[src/design/udp_tx_defines.svh]
`ifndef UDP_TX_DEFINES_SVH
`define UDP_TX_DEFINES_SVH

// ******************************
// board addresses
// ******************************
`define BOARD_MAC         48'h00_11_22_33_44_55
`define BOARD_IP          {8'd192, 8'd168, 8'd1, 8'd123}

// used when the des_mac / des_ip ports are zero
`define DEFAULT_DST_MAC   48'hff_ff_ff_ff_ff_ff
`define DEFAULT_DST_IP    {8'd192, 8'd168, 8'd1, 8'd102}

// ******************************
// protocol fields
// ******************************
`define ETH_TYPE_IPV4     16'h0800
`define UDP_PORT          16'd8000        // source and destination
`define IP_VER_IHL        16'h4500        // version 4, 5 words, tos 0
`define IP_FLAGS_FRAG     16'h4000        // don't fragment
`define IP_TTL_PROTO      16'h4011        // ttl 64, protocol udp

// byte counts
`define MIN_PAYLOAD       16'd18          // 46 byte ip minimum less 28
`define IP_UDP_HDR_BYTES  16'd28
`define UDP_HDR_BYTES     16'd8

`define PREAMBLE_BYTE     8'h55
`define SFD_BYTE          8'hd5

`endif
[src/design/udp_tx_pkg.sv]
package udp_tx_pkg;

    // ******************************
    // basic vectors
    // ******************************
    typedef logic [7:0]  byte_t;
    typedef logic [15:0] half_t;
    typedef logic [31:0] word_t;
    typedef logic [15:0] len_t;       // byte count
    typedef logic [47:0] mac_addr_t;
    typedef logic [31:0] ip_addr_t;

    // per frame header info, captured at start
    typedef struct packed {
        half_t     ip_id;
        len_t      total_len;         // ip total length
        len_t      udp_len;
        len_t      payload_len;
        ip_addr_t  dst_ip;
        mac_addr_t dst_mac;
    } udp_hdr_t;

    // serializer fields in wire order
    typedef enum logic [2:0] {
        IDLE,
        PREAMBLE,
        ETH_HEAD,
        IP_HEAD,
        PAYLOAD,
        FCS
    } tx_state_e;

endpackage

[src/design/udp_tx.sv]
`timescale 1ns/1ps

module udp_tx import udp_tx_pkg::*; (
    input  logic      clk,
    input  logic      rst_n,
    input  logic      tx_start_en,
    input  len_t      tx_byte_num,
    input  mac_addr_t des_mac,
    input  ip_addr_t  des_ip,
    input  word_t     tx_data,
    output logic      tx_req,
    output logic      gmii_tx_en,
    output byte_t     gmii_txd,
    output logic      tx_done
);

    udp_hdr_t hdr;
    logic     hdr_valid;
    half_t    csum;
    logic     csum_valid;
    logic     busy;
    logic     crc_en;
    logic     crc_clr;
    byte_t    crc_din;
    word_t    crc;

    // ******************************
    // start -> checksum -> serializer
    // ******************************
    udp_start_capture start_i (
        .clk         (clk),
        .rst_n       (rst_n),
        .tx_start_en (tx_start_en),
        .tx_byte_num (tx_byte_num),
        .des_mac     (des_mac),
        .des_ip      (des_ip),
        .busy        (busy),
        .hdr         (hdr),
        .hdr_valid   (hdr_valid)
    );

    ip_checksum csum_i (
        .clk        (clk),
        .rst_n      (rst_n),
        .hdr        (hdr),
        .hdr_valid  (hdr_valid),
        .csum       (csum),
        .csum_valid (csum_valid)
    );

    frame_serializer ser_i (
        .clk        (clk),
        .rst_n      (rst_n),
        .hdr        (hdr),
        .csum       (csum),
        .csum_valid (csum_valid),
        .tx_data    (tx_data),
        .crc        (crc),
        .crc_en     (crc_en),
        .crc_clr    (crc_clr),
        .crc_din    (crc_din),
        .busy       (busy),
        .tx_req     (tx_req),
        .gmii_tx_en (gmii_tx_en),
        .gmii_txd   (gmii_txd),
        .tx_done    (tx_done)
    );

    crc32_d8 crc_i (
        .clk     (clk),
        .rst_n   (rst_n),
        .crc_clr (crc_clr),
        .crc_en  (crc_en),
        .crc_din (crc_din),
        .crc     (crc)
    );

endmodule

[src/design/frame_serializer.sv]
`timescale 1ns/1ps
`include "udp_tx_defines.svh"

module frame_serializer import udp_tx_pkg::*; (
    input  logic     clk,
    input  logic     rst_n,
    input  udp_hdr_t hdr,
    input  half_t    csum,
    input  logic     csum_valid,
    input  word_t    tx_data,
    input  word_t    crc,
    output logic     crc_en,
    output logic     crc_clr,
    output byte_t    crc_din,
    output logic     busy,
    output logic     tx_req,
    output logic     gmii_tx_en,
    output byte_t    gmii_txd,
    output logic     tx_done
);

    tx_state_e    state;
    tx_state_e    state_nxt;
    len_t         byte_cnt;      // byte index inside the current field
    logic         field_last;
    len_t         pay_total;     // payload incl. padding
    len_t         last_word;     // index of the last data word
    logic         pay_data;      // byte still inside tx_byte_num
    byte_t        pay_byte;
    word_t        fcs;
    logic [111:0] eth_vec;
    logic [223:0] ip_vec;

    assign pay_total = (hdr.payload_len > `MIN_PAYLOAD) ? hdr.payload_len : `MIN_PAYLOAD;
    assign last_word = (hdr.payload_len - 16'd1) >> 2;
    assign pay_data  = byte_cnt < hdr.payload_len;
    assign fcs       = ~crc;

    assign eth_vec = {hdr.dst_mac, `BOARD_MAC, `ETH_TYPE_IPV4};

    // ip header then udp header, udp checksum left at zero
    assign ip_vec = {`IP_VER_IHL, hdr.total_len, hdr.ip_id, `IP_FLAGS_FRAG,
                     `IP_TTL_PROTO, csum, `BOARD_IP, hdr.dst_ip,
                     `UDP_PORT, `UDP_PORT, hdr.udp_len, 16'h0000};

    // msb first within each fetched word
    always_comb begin
        case (byte_cnt[1:0])
            2'd0:    pay_byte = tx_data[31:24];
            2'd1:    pay_byte = tx_data[23:16];
            2'd2:    pay_byte = tx_data[15:8];
            default: pay_byte = tx_data[7:0];
        endcase
    end

    // ******************************
    // field sequencing
    // ******************************
    always_comb begin
        state_nxt  = state;
        field_last = 1'b0;
        case (state)
            IDLE: begin
                if (csum_valid)
                    state_nxt = PREAMBLE;
            end
            PREAMBLE: begin
                field_last = byte_cnt == 16'd7;          // 7 x 55 + sfd
                state_nxt  = ETH_HEAD;
            end
            ETH_HEAD: begin
                field_last = byte_cnt == 16'd13;
                state_nxt  = IP_HEAD;
            end
            IP_HEAD: begin
                field_last = byte_cnt == `IP_UDP_HDR_BYTES - 16'd1;
                state_nxt  = PAYLOAD;
            end
            PAYLOAD: begin
                field_last = byte_cnt == pay_total - 16'd1;
                state_nxt  = FCS;
            end
            FCS: begin
                field_last = byte_cnt == 16'd3;
                state_nxt  = IDLE;
            end
            default: state_nxt = IDLE;
        endcase
    end

    always_ff @(posedge clk or negedge rst_n) begin
        if (!rst_n) begin
            state    <= IDLE;
            byte_cnt <= '0;
            tx_done  <= 1'b0;
        end else begin
            tx_done <= (state == FCS) && field_last;
            if (state == IDLE) begin
                state    <= state_nxt;
                byte_cnt <= '0;
            end else if (field_last) begin
                state    <= state_nxt;
                byte_cnt <= '0;
            end else begin
                byte_cnt <= byte_cnt + 16'd1;
            end
        end
    end

    // ******************************
    // byte output
    // ******************************
    always_comb begin
        gmii_txd = 8'h00;
        case (state)
            PREAMBLE: gmii_txd = (byte_cnt == 16'd7) ? `SFD_BYTE : `PREAMBLE_BYTE;
            ETH_HEAD: gmii_txd = eth_vec[8*(13 - byte_cnt[3:0]) +: 8];
            IP_HEAD:  gmii_txd = ip_vec[8*(27 - byte_cnt[4:0]) +: 8];
            PAYLOAD:  gmii_txd = pay_data ? pay_byte : 8'h00;   // zero pad
            FCS:      gmii_txd = fcs[8*byte_cnt[1:0] +: 8];     // lsb first
            default:  gmii_txd = 8'h00;
        endcase
    end

    assign gmii_tx_en = state != IDLE;
    assign busy       = state != IDLE;

    // word fetch two bytes ahead, none inside the last data word
    always_comb begin
        tx_req = 1'b0;
        if (state == IP_HEAD)
            tx_req = byte_cnt == `IP_UDP_HDR_BYTES - 16'd2;
        else if (state == PAYLOAD)
            tx_req = (byte_cnt[1:0] == 2'd2) && ({2'b00, byte_cnt[15:2]} < last_word);
    end

    // crc runs from dst mac through the last pad byte
    assign crc_en  = (state == ETH_HEAD) || (state == IP_HEAD) || (state == PAYLOAD);
    assign crc_clr = (state == PREAMBLE) && field_last;
    assign crc_din = gmii_txd;

    a_req_in_frame: assert property (
        @(posedge clk) disable iff (!rst_n) tx_req |-> gmii_tx_en
    );

    a_frame_no_gap: assert property (
        @(posedge clk) disable iff (!rst_n)
        (gmii_tx_en && !(state == FCS && field_last)) |=> gmii_tx_en
    );

endmodule

[src/design/crc32_d8.sv]
`timescale 1ns/1ps

module crc32_d8 import udp_tx_pkg::*; (
    input  logic  clk,
    input  logic  rst_n,
    input  logic  crc_clr,
    input  logic  crc_en,
    input  byte_t crc_din,
    output word_t crc
);

    // ******************************
    // reflected crc-32, lsb first
    // ******************************
    function automatic word_t crc_byte(input word_t c, input byte_t d);
        word_t r;
        r = c ^ word_t'(d);
        for (int i = 0; i < 8; i++) begin
            if (r[0])
                r = (r >> 1) ^ 32'hedb8_8320;
            else
                r = r >> 1;
        end
        return r;
    endfunction

    always_ff @(posedge clk or negedge rst_n) begin
        if (!rst_n)
            crc <= '1;
        else if (crc_clr)
            crc <= '1;                     // seed for next frame
        else if (crc_en)
            crc <= crc_byte(crc, crc_din);
    end

endmodule

[src/design/ip_checksum.sv]
`timescale 1ns/1ps
`include "udp_tx_defines.svh"

module ip_checksum import udp_tx_pkg::*; (
    input  logic     clk,
    input  logic     rst_n,
    input  udp_hdr_t hdr,
    input  logic     hdr_valid,
    output half_t    csum,
    output logic     csum_valid
);

    logic [159:0] ip_words;   // ten halfwords, checksum field zero
    word_t        sum_c;
    word_t        acc;
    logic         sum_v;
    logic         fold1_v;
    logic         fold2_v;

    assign ip_words = {`IP_VER_IHL, hdr.total_len, hdr.ip_id, `IP_FLAGS_FRAG,
                       `IP_TTL_PROTO, 16'h0000, `BOARD_IP, hdr.dst_ip};

    always_comb begin
        sum_c = '0;
        for (int i = 0; i < 10; i++)
            sum_c = sum_c + word_t'(ip_words[16*i +: 16]);
    end

    // ******************************
    // sum, fold, fold, invert
    // ******************************
    always_ff @(posedge clk or negedge rst_n) begin
        if (!rst_n) begin
            sum_v      <= 1'b0;
            fold1_v    <= 1'b0;
            fold2_v    <= 1'b0;
            csum_valid <= 1'b0;
        end else begin
            sum_v      <= hdr_valid;
            fold1_v    <= sum_v;
            fold2_v    <= fold1_v;
            csum_valid <= fold2_v;
        end
    end

    always_ff @(posedge clk) begin
        if (hdr_valid)
            acc <= sum_c;
        else if (sum_v || fold1_v)
            acc <= word_t'(acc[31:16]) + word_t'(acc[15:0]);   // end-around carry
        if (fold2_v)
            csum <= ~acc[15:0];
    end

    a_csum_latency: assert property (
        @(posedge clk) disable iff (!rst_n) hdr_valid |-> ##4 csum_valid
    );

    // two folds leave no carry for a ten halfword sum
    a_fold_done: assert property (
        @(posedge clk) disable iff (!rst_n) fold2_v |-> acc[31:16] == 16'h0000
    );

endmodule

[src/design/udp_start_capture.sv]
`timescale 1ns/1ps
`include "udp_tx_defines.svh"

module udp_start_capture import udp_tx_pkg::*; (
    input  logic      clk,
    input  logic      rst_n,
    input  logic      tx_start_en,
    input  len_t      tx_byte_num,
    input  mac_addr_t des_mac,
    input  ip_addr_t  des_ip,
    input  logic      busy,
    output udp_hdr_t  hdr,
    output logic      hdr_valid
);

    logic  start_d0;
    logic  start_d1;
    logic  start_edge;
    logic  accept;         // edge taken, header loads next cycle
    logic  pending;        // frame between accept and serializer busy
    half_t id_cnt;

    // two flop sampling of the start level
    always_ff @(posedge clk or negedge rst_n) begin
        if (!rst_n) begin
            start_d0 <= 1'b0;
            start_d1 <= 1'b0;
        end else begin
            start_d0 <= tx_start_en;
            start_d1 <= start_d0;
        end
    end

    assign start_edge = start_d0 & ~start_d1;

    // edges during a frame are dropped here
    always_ff @(posedge clk or negedge rst_n) begin
        if (!rst_n) begin
            accept    <= 1'b0;
            pending   <= 1'b0;
            hdr_valid <= 1'b0;
            id_cnt    <= '0;
        end else begin
            accept    <= start_edge & ~busy & ~pending;
            hdr_valid <= accept;
            if (start_edge && !busy && !pending)
                pending <= 1'b1;
            else if (busy)
                pending <= 1'b0;       // serializer owns the frame now
            if (accept)
                id_cnt <= id_cnt + 16'd1;
        end
    end

    // header fields all change with the hdr_valid pulse
    always_ff @(posedge clk) begin
        if (accept) begin
            hdr.ip_id       <= id_cnt + 16'd1;
            hdr.payload_len <= tx_byte_num;
            hdr.total_len   <= tx_byte_num + `IP_UDP_HDR_BYTES;
            hdr.udp_len     <= tx_byte_num + `UDP_HDR_BYTES;
            hdr.dst_ip      <= (des_ip != '0) ? des_ip : `DEFAULT_DST_IP;
            hdr.dst_mac     <= (des_mac != '0) ? des_mac : `DEFAULT_DST_MAC;
        end
    end

    // one frame in flight at most, so no new header while sending
    a_no_hdr_when_busy: assert property (
        @(posedge clk) disable iff (!rst_n) hdr_valid |-> !busy
    );

endmodule

[config.mk]
export PLATFORM = sky130hd
export DESIGN_NAME = udp_tx
export DESIGN_NICKNAME = d
export VERILOG_FILES = /design/src/design/udp_tx_pkg.sv /design/src/design/udp_tx.sv /design/src/design/frame_serializer.sv /design/src/design/crc32_d8.sv /design/src/design/ip_checksum.sv /design/src/design/udp_start_capture.sv
export VERILOG_INCLUDE_DIRS = /design/src /design/src/design
export SDC_FILE = /design/constraint.sdc
export NUM_CORES = 1
export LEC_CHECK = 0
export CORE_UTILIZATION = 65
export CTS_CLUSTER_DIAMETER = 40
export DETAILED_ROUTE_END_ITERATION = 6
export DONT_BUFFER_PORTS = 1
export PLACE_DENSITY_LB_ADDON = 0.12
export SLEW_MARGIN = 20
export SYNTH_ARGS = -nofsm -noshare
export SYNTH_HDL_FRONTEND = slang
export SYNTH_SLANG_ARGS = --single-unit
export TNS_END_PERCENT = 10
[constraint.sdc]
create_clock -name clk -period 5.45 [get_ports clk]
set_clock_uncertainty 0.1 [all_clocks]
set_input_delay 0.545 -clock clk [delete_from_list [all_inputs] [get_ports clk]]
set_output_delay 0.545 -clock clk [all_outputs]
set_load 0.01 [all_outputs]
==> impl_metrics.env <==
export IMPL_leakagePower_nw=7.41
export IMPL_rsz0062_at_grt="no"
export IMPL_p_seq_share_pct=25.4
export IMPL_grt_pass1_wl_mm=66.1
export IMPL_cts_buffers=37
export IMPL_final_nets=1845
export IMPL_r2r_start="start_i.hdr[48]"
export IMPL_hp_start="tx_byte_num[2]"
export IMPL_cts_root_buffer="clkbuf_16"
export IMPL_cp_startpoint="start_i.hdr[48]"
export IMPL_crit_family="compound AO/OA/AOI/OAI gates"
export IMPL_crit_path_end_kind="flop"
export IMPL_synth_seq_cells=251
export IMPL_coreArea_um2=25400
export IMPL_powerDensity_nw_per_um2=641
export IMPL_ys_seq_area_share_pct=42.3
export IMPL_cts_htree_levels=2
export IMPL_cts_buffer_depth=3
export IMPL_synthArstFlopShare_pct=30.7
export IMPL_holdPathEnd="start_i.hdr[82]"
export IMPL_regToRegEndpoint="csum_i.acc[15]"
export IMPL_tns_ns=0
export IMPL_grt_max_degree=78
export IMPL_drtIter0Drc=1358
export IMPL_postLayoutCellArea_um2=18400
export IMPL_clock_sinks=251
export IMPL_synth_compound_area_share_pct=12.3
export IMPL_max_stage_delay_ns=0.42
export IMPL_hold_class="in2reg"
export IMPL_critPathKind="reg2reg"
export IMPL_drcViolationCount=0
export IMPL_io_buffers=0
export IMPL_grt_ovfl_total=0
export IMPL_max_slew_margin_pct=26.8
export IMPL_synthMuxAreaShare_pct=4.88
export IMPL_cp_num_buf_inv=1
export IMPL_num_vias=12500
export IMPL_cts_tree="done"
export IMPL_dieArea_um2=26800
export IMPL_hold_violations=0
export IMPL_cts_clk_slew_worst_paths_ns=0.06
export IMPL_synth_area_um2=17000
export IMPL_n_antenna_cell=0
export IMPL_min_path_cells=0
export IMPL_grtUsageTotal_pct=32.5
export IMPL_fmax_ghz=0.194
export IMPL_num_fill_cells=1778
export IMPL_boundaryPins=142
export IMPL_die_w_um=164
export IMPL_r2r_cells=18
export IMPL_ant_nets=0
export IMPL_yosysTopAreaCellShare_pct=30.7
export IMPL_combPwrFrac_pct=54.3
export IMPL_ir_drop_mv=0.557
export IMPL_avgSynthCellArea_um2=10.4
export IMPL_synthSimpleGateAreaFrac_pct=14.5
export IMPL_grt_pass1_vias=12200
export IMPL_dp_hpwl_mm=31.7
export IMPL_cap_viol_max_count=0
export IMPL_synth_top_family_by_area="simple AND/OR/NAND/NOR gates"
export IMPL_worstPathRequired_ns=5.62
export IMPL_drive_gt1_share_pct=14.9
export IMPL_synth_area_top_cells="edfxtp_1 (31%), ha_1 (7.1%), dfrtp_1 (6.6%)"
export IMPL_via_per_inst=6.37
export IMPL_yosys_area_share_xor_xnor_pct=11.4
export IMPL_gp_congestion=0.925
export IMPL_synth_edff_count=174
export IMPL_syn_inst=1631
export IMPL_swShare_pct=41.8
export IMPL_yosysTopAreaCell="edfxtp_1"
export IMPL_avgRoutedWirePerCell_um=22.0
export IMPL_insertion_delay_ns=0.52
export IMPL_rows=58
export IMPL_p_int_mw=6.88
export IMPL_placed_area_um2=17100
export IMPL_syn2layout_area_growth_pct=8.38
export IMPL_ys_types=95
export IMPL_die_y_um=164
export IMPL_syn_nets=1878
export IMPL_synth_adder_area_share_pct=9.37
export IMPL_cts_resized=0
export IMPL_status="finished, final reports clean"
export IMPL_ys_flop_type="edfxtp_1"
export IMPL_maxSlewViolCount=0
export IMPL_crit_slowest_cell="fa_1"
export IMPL_critPathMaxFanout=3
export IMPL_crit_path_start_kind="flop"
export IMPL_min_period_over_period_pct=94.6
export IMPL_clkPwrFrac_pct=20.3
export IMPL_layout_min_cycle_time_ns=5.15
export IMPL_reg2reg_setup_slack_ns=0.30
export IMPL_critPathArrivalTime_ns=5.33
export IMPL_worstMarginPinSlew_ns=1.07
export IMPL_yosysWarningCount=0
export IMPL_antenna_found_initial=0
export IMPL_initial_core_util_pct=67.0
export IMPL_setup_viol_count_final=0
export IMPL_finalWirelength_mm=43.0
export IMPL_p_sw_mw=4.93
export IMPL_crit_chain="ha_1, fa_1, a21o_1, a21oi_1, xnor2_1, ha_1, inv_1, fa_1, ha_1, a21oi_1, o21ai_0, a21oi_1, o21ai_0, a211oi_1, o21ai_0, a31o_2, a211o_1, a31o_2"
export IMPL_drt_pass1_iter_count=5
==> through the flow <==
stage	util [%]	hold WS [ns]	setup WS, ns	power, mW	std cells
after floorplan	-	0.149	0.736	8.01	1631
after global placement	67.5	0.152	0.461	9.13	1886
after detailed placement	67.5	0.152	0.408	9.25	1886
after CTS	72.6	0.00840	0.358	11.8	1957
after global routing	72.6	0.00327	0.0605	12.5	1957
final	72.6	0.0173	0.297	11.8	1957
==> synthesized netlist by cell type, drive strengths merged (11+ instances only) <==
| cell type | count |
|---|---|
| edfxtp | 174 |
| fa | 19 |
| clkbuf | 65 |
| nor2b | 11 |
| mux4 | 19 |
| nor3 | 54 |
| dfstp | 32 |
| or2 | 67 |
| ha | 97 |
| a211oi | 13 |
| xnor2 | 126 |
| a21oi | 83 |
| buf | 28 |
| dfrtp | 45 |
| a31oi | 16 |
| inv | 122 |
| and3 | 19 |
| nor4 | 30 |
| nand4 | 19 |
| a21o | 20 |
| nand2 | 96 |
| nor2 | 92 |
| nand3 | 36 |
| nand2b | 18 |
| o21ai | 77 |
| xor2 | 68 |
| mux2i | 32 |
==> layout by cell type, fill, tap and decap left out, types with 36 or more instances in the layout <==
| cell type | Yosys | final |
|---|---|---|
| nand3_1 | 36 | 36 |
| xor2_1 | 60 | 60 |
| ha_1 | 97 | 97 |
| nor2_1 | 92 | 91 |
| inv_1 | 120 | 120 |
| o21ai_0 | 72 | 72 |
| edfxtp_1 | 174 | 174 |
| xnor2_1 | 118 | 118 |
| dfrtp_1 | 45 | 42 |
| nand2_1 | 96 | 96 |
| nor3_1 | 54 | 53 |
| clkbuf_16 | 0 | 37 |
| a21oi_1 | 83 | 83 |
| or2_2 | 65 | 65 |
==> metal layers <==
metal	share of wire, %	vias to the layer above	track usage, %	routed length [um]
met5	0	-	0	0
met4	4.0	0	14.6	1720
met3	8.3	110	6.52	3560
met2	47	599	52.3	20300
met1	41	5983	42.6	17400
li1	-	5783	-	-
==> worst reg2reg max path, stage by stage, from the launching register on <==
cell	delay (ns)
edfxtp_1	0.39
ha_1	0.25
fa_1	0.41
a21o_1	0.17
a21oi_1	0.22
xnor2_1	0.15
ha_1	0.25
inv_1	0.08
fa_1	0.42
ha_1	0.35
a21oi_1	0.23
o21ai_0	0.12
a21oi_1	0.22
o21ai_0	0.16
a211oi_1	0.35
o21ai_0	0.23
a31o_2	0.27
a211o_1	0.28
a31o_2	0.23
==> state kept, by name, summed over array words and instances, names as in the netlist <==
register / count
csum_i.fold2_v: 1
start_i.accept: 1
start_i.start_d0: 1
csum_i.csum: 16
start_i.id_cnt: 16
ser_i.state: 3
csum_i.csum_valid: 1
start_i.hdr_valid: 1
ser_i.byte_cnt: 16
start_i.hdr: 139
csum_i.sum_v: 1
start_i.start_d1: 1
csum_i.fold1_v: 1
crc_i.crc: 32
start_i.pending: 1
ser_i.tx_done: 1
csum_i.acc: 19
==> cell type report <==
cell class | instances | area (um^2) | share of cell area [%]
Multi-Input combinational cell | 1164 | 8930 | 48.4
Sequential cell | 251 | 7200 | 39.1
Clock buffer | 42 | 955 | 5.18
Inverter | 123 | 462 | 2.50
Tap cell | 330 | 413 | 2.24
Clock inverter | 26 | 299 | 1.62
Timing Repair Buffer | 21 | 183 | 0.991
==> worst max-delay path by stage <==
stage / cells after the start / endpoint / slack (ns)
2_1_floorplan: 19 / csum_i.acc[15] / 0.74
3_3_place_gp: 18 / csum_i.acc[15] / 0.46
3_5_place_dp: 18 / csum_i.acc[15] / 0.41
4_1_cts: 18 / csum_i.acc[15] / 0.36
5_1_grt: 18 / csum_i.acc[15] / 0.06
6_report: 18 / csum_i.acc[15] / 0.30
==> timing repair <==
action,in CTS,in global routing
setup endpoints to repair,0,0
hold endpoints to repair,78,0
buffers inserted,0,0
hold buffers,3,0
==> cells by family (layout without fill, tap and decap cells) <==
group / count (synthesis) / count (layout)
AOI/OAI and AO/OA: 313 / 313
muxes: 58 / 58
adders and majority gates: 116 / 116
DFF: 251 / 251
buffers and inverters: 216 / 212
and+or+nand+nor: 480 / 480
xor gates and xnor gates: 197 / 197
==> power by group through the flow <==
stage	logic (mW)	registers, mW	clock network [mW]
after global routing	6.95	3.04	2.50
after global placement	6.14	3.00	0
after CTS	6.37	2.99	2.41
after floorplan	5.15	2.86	0
after detailed placement	6.24	3.01	0
final	6.42	3.00	2.40
Power figures use the tool's default switching activity.
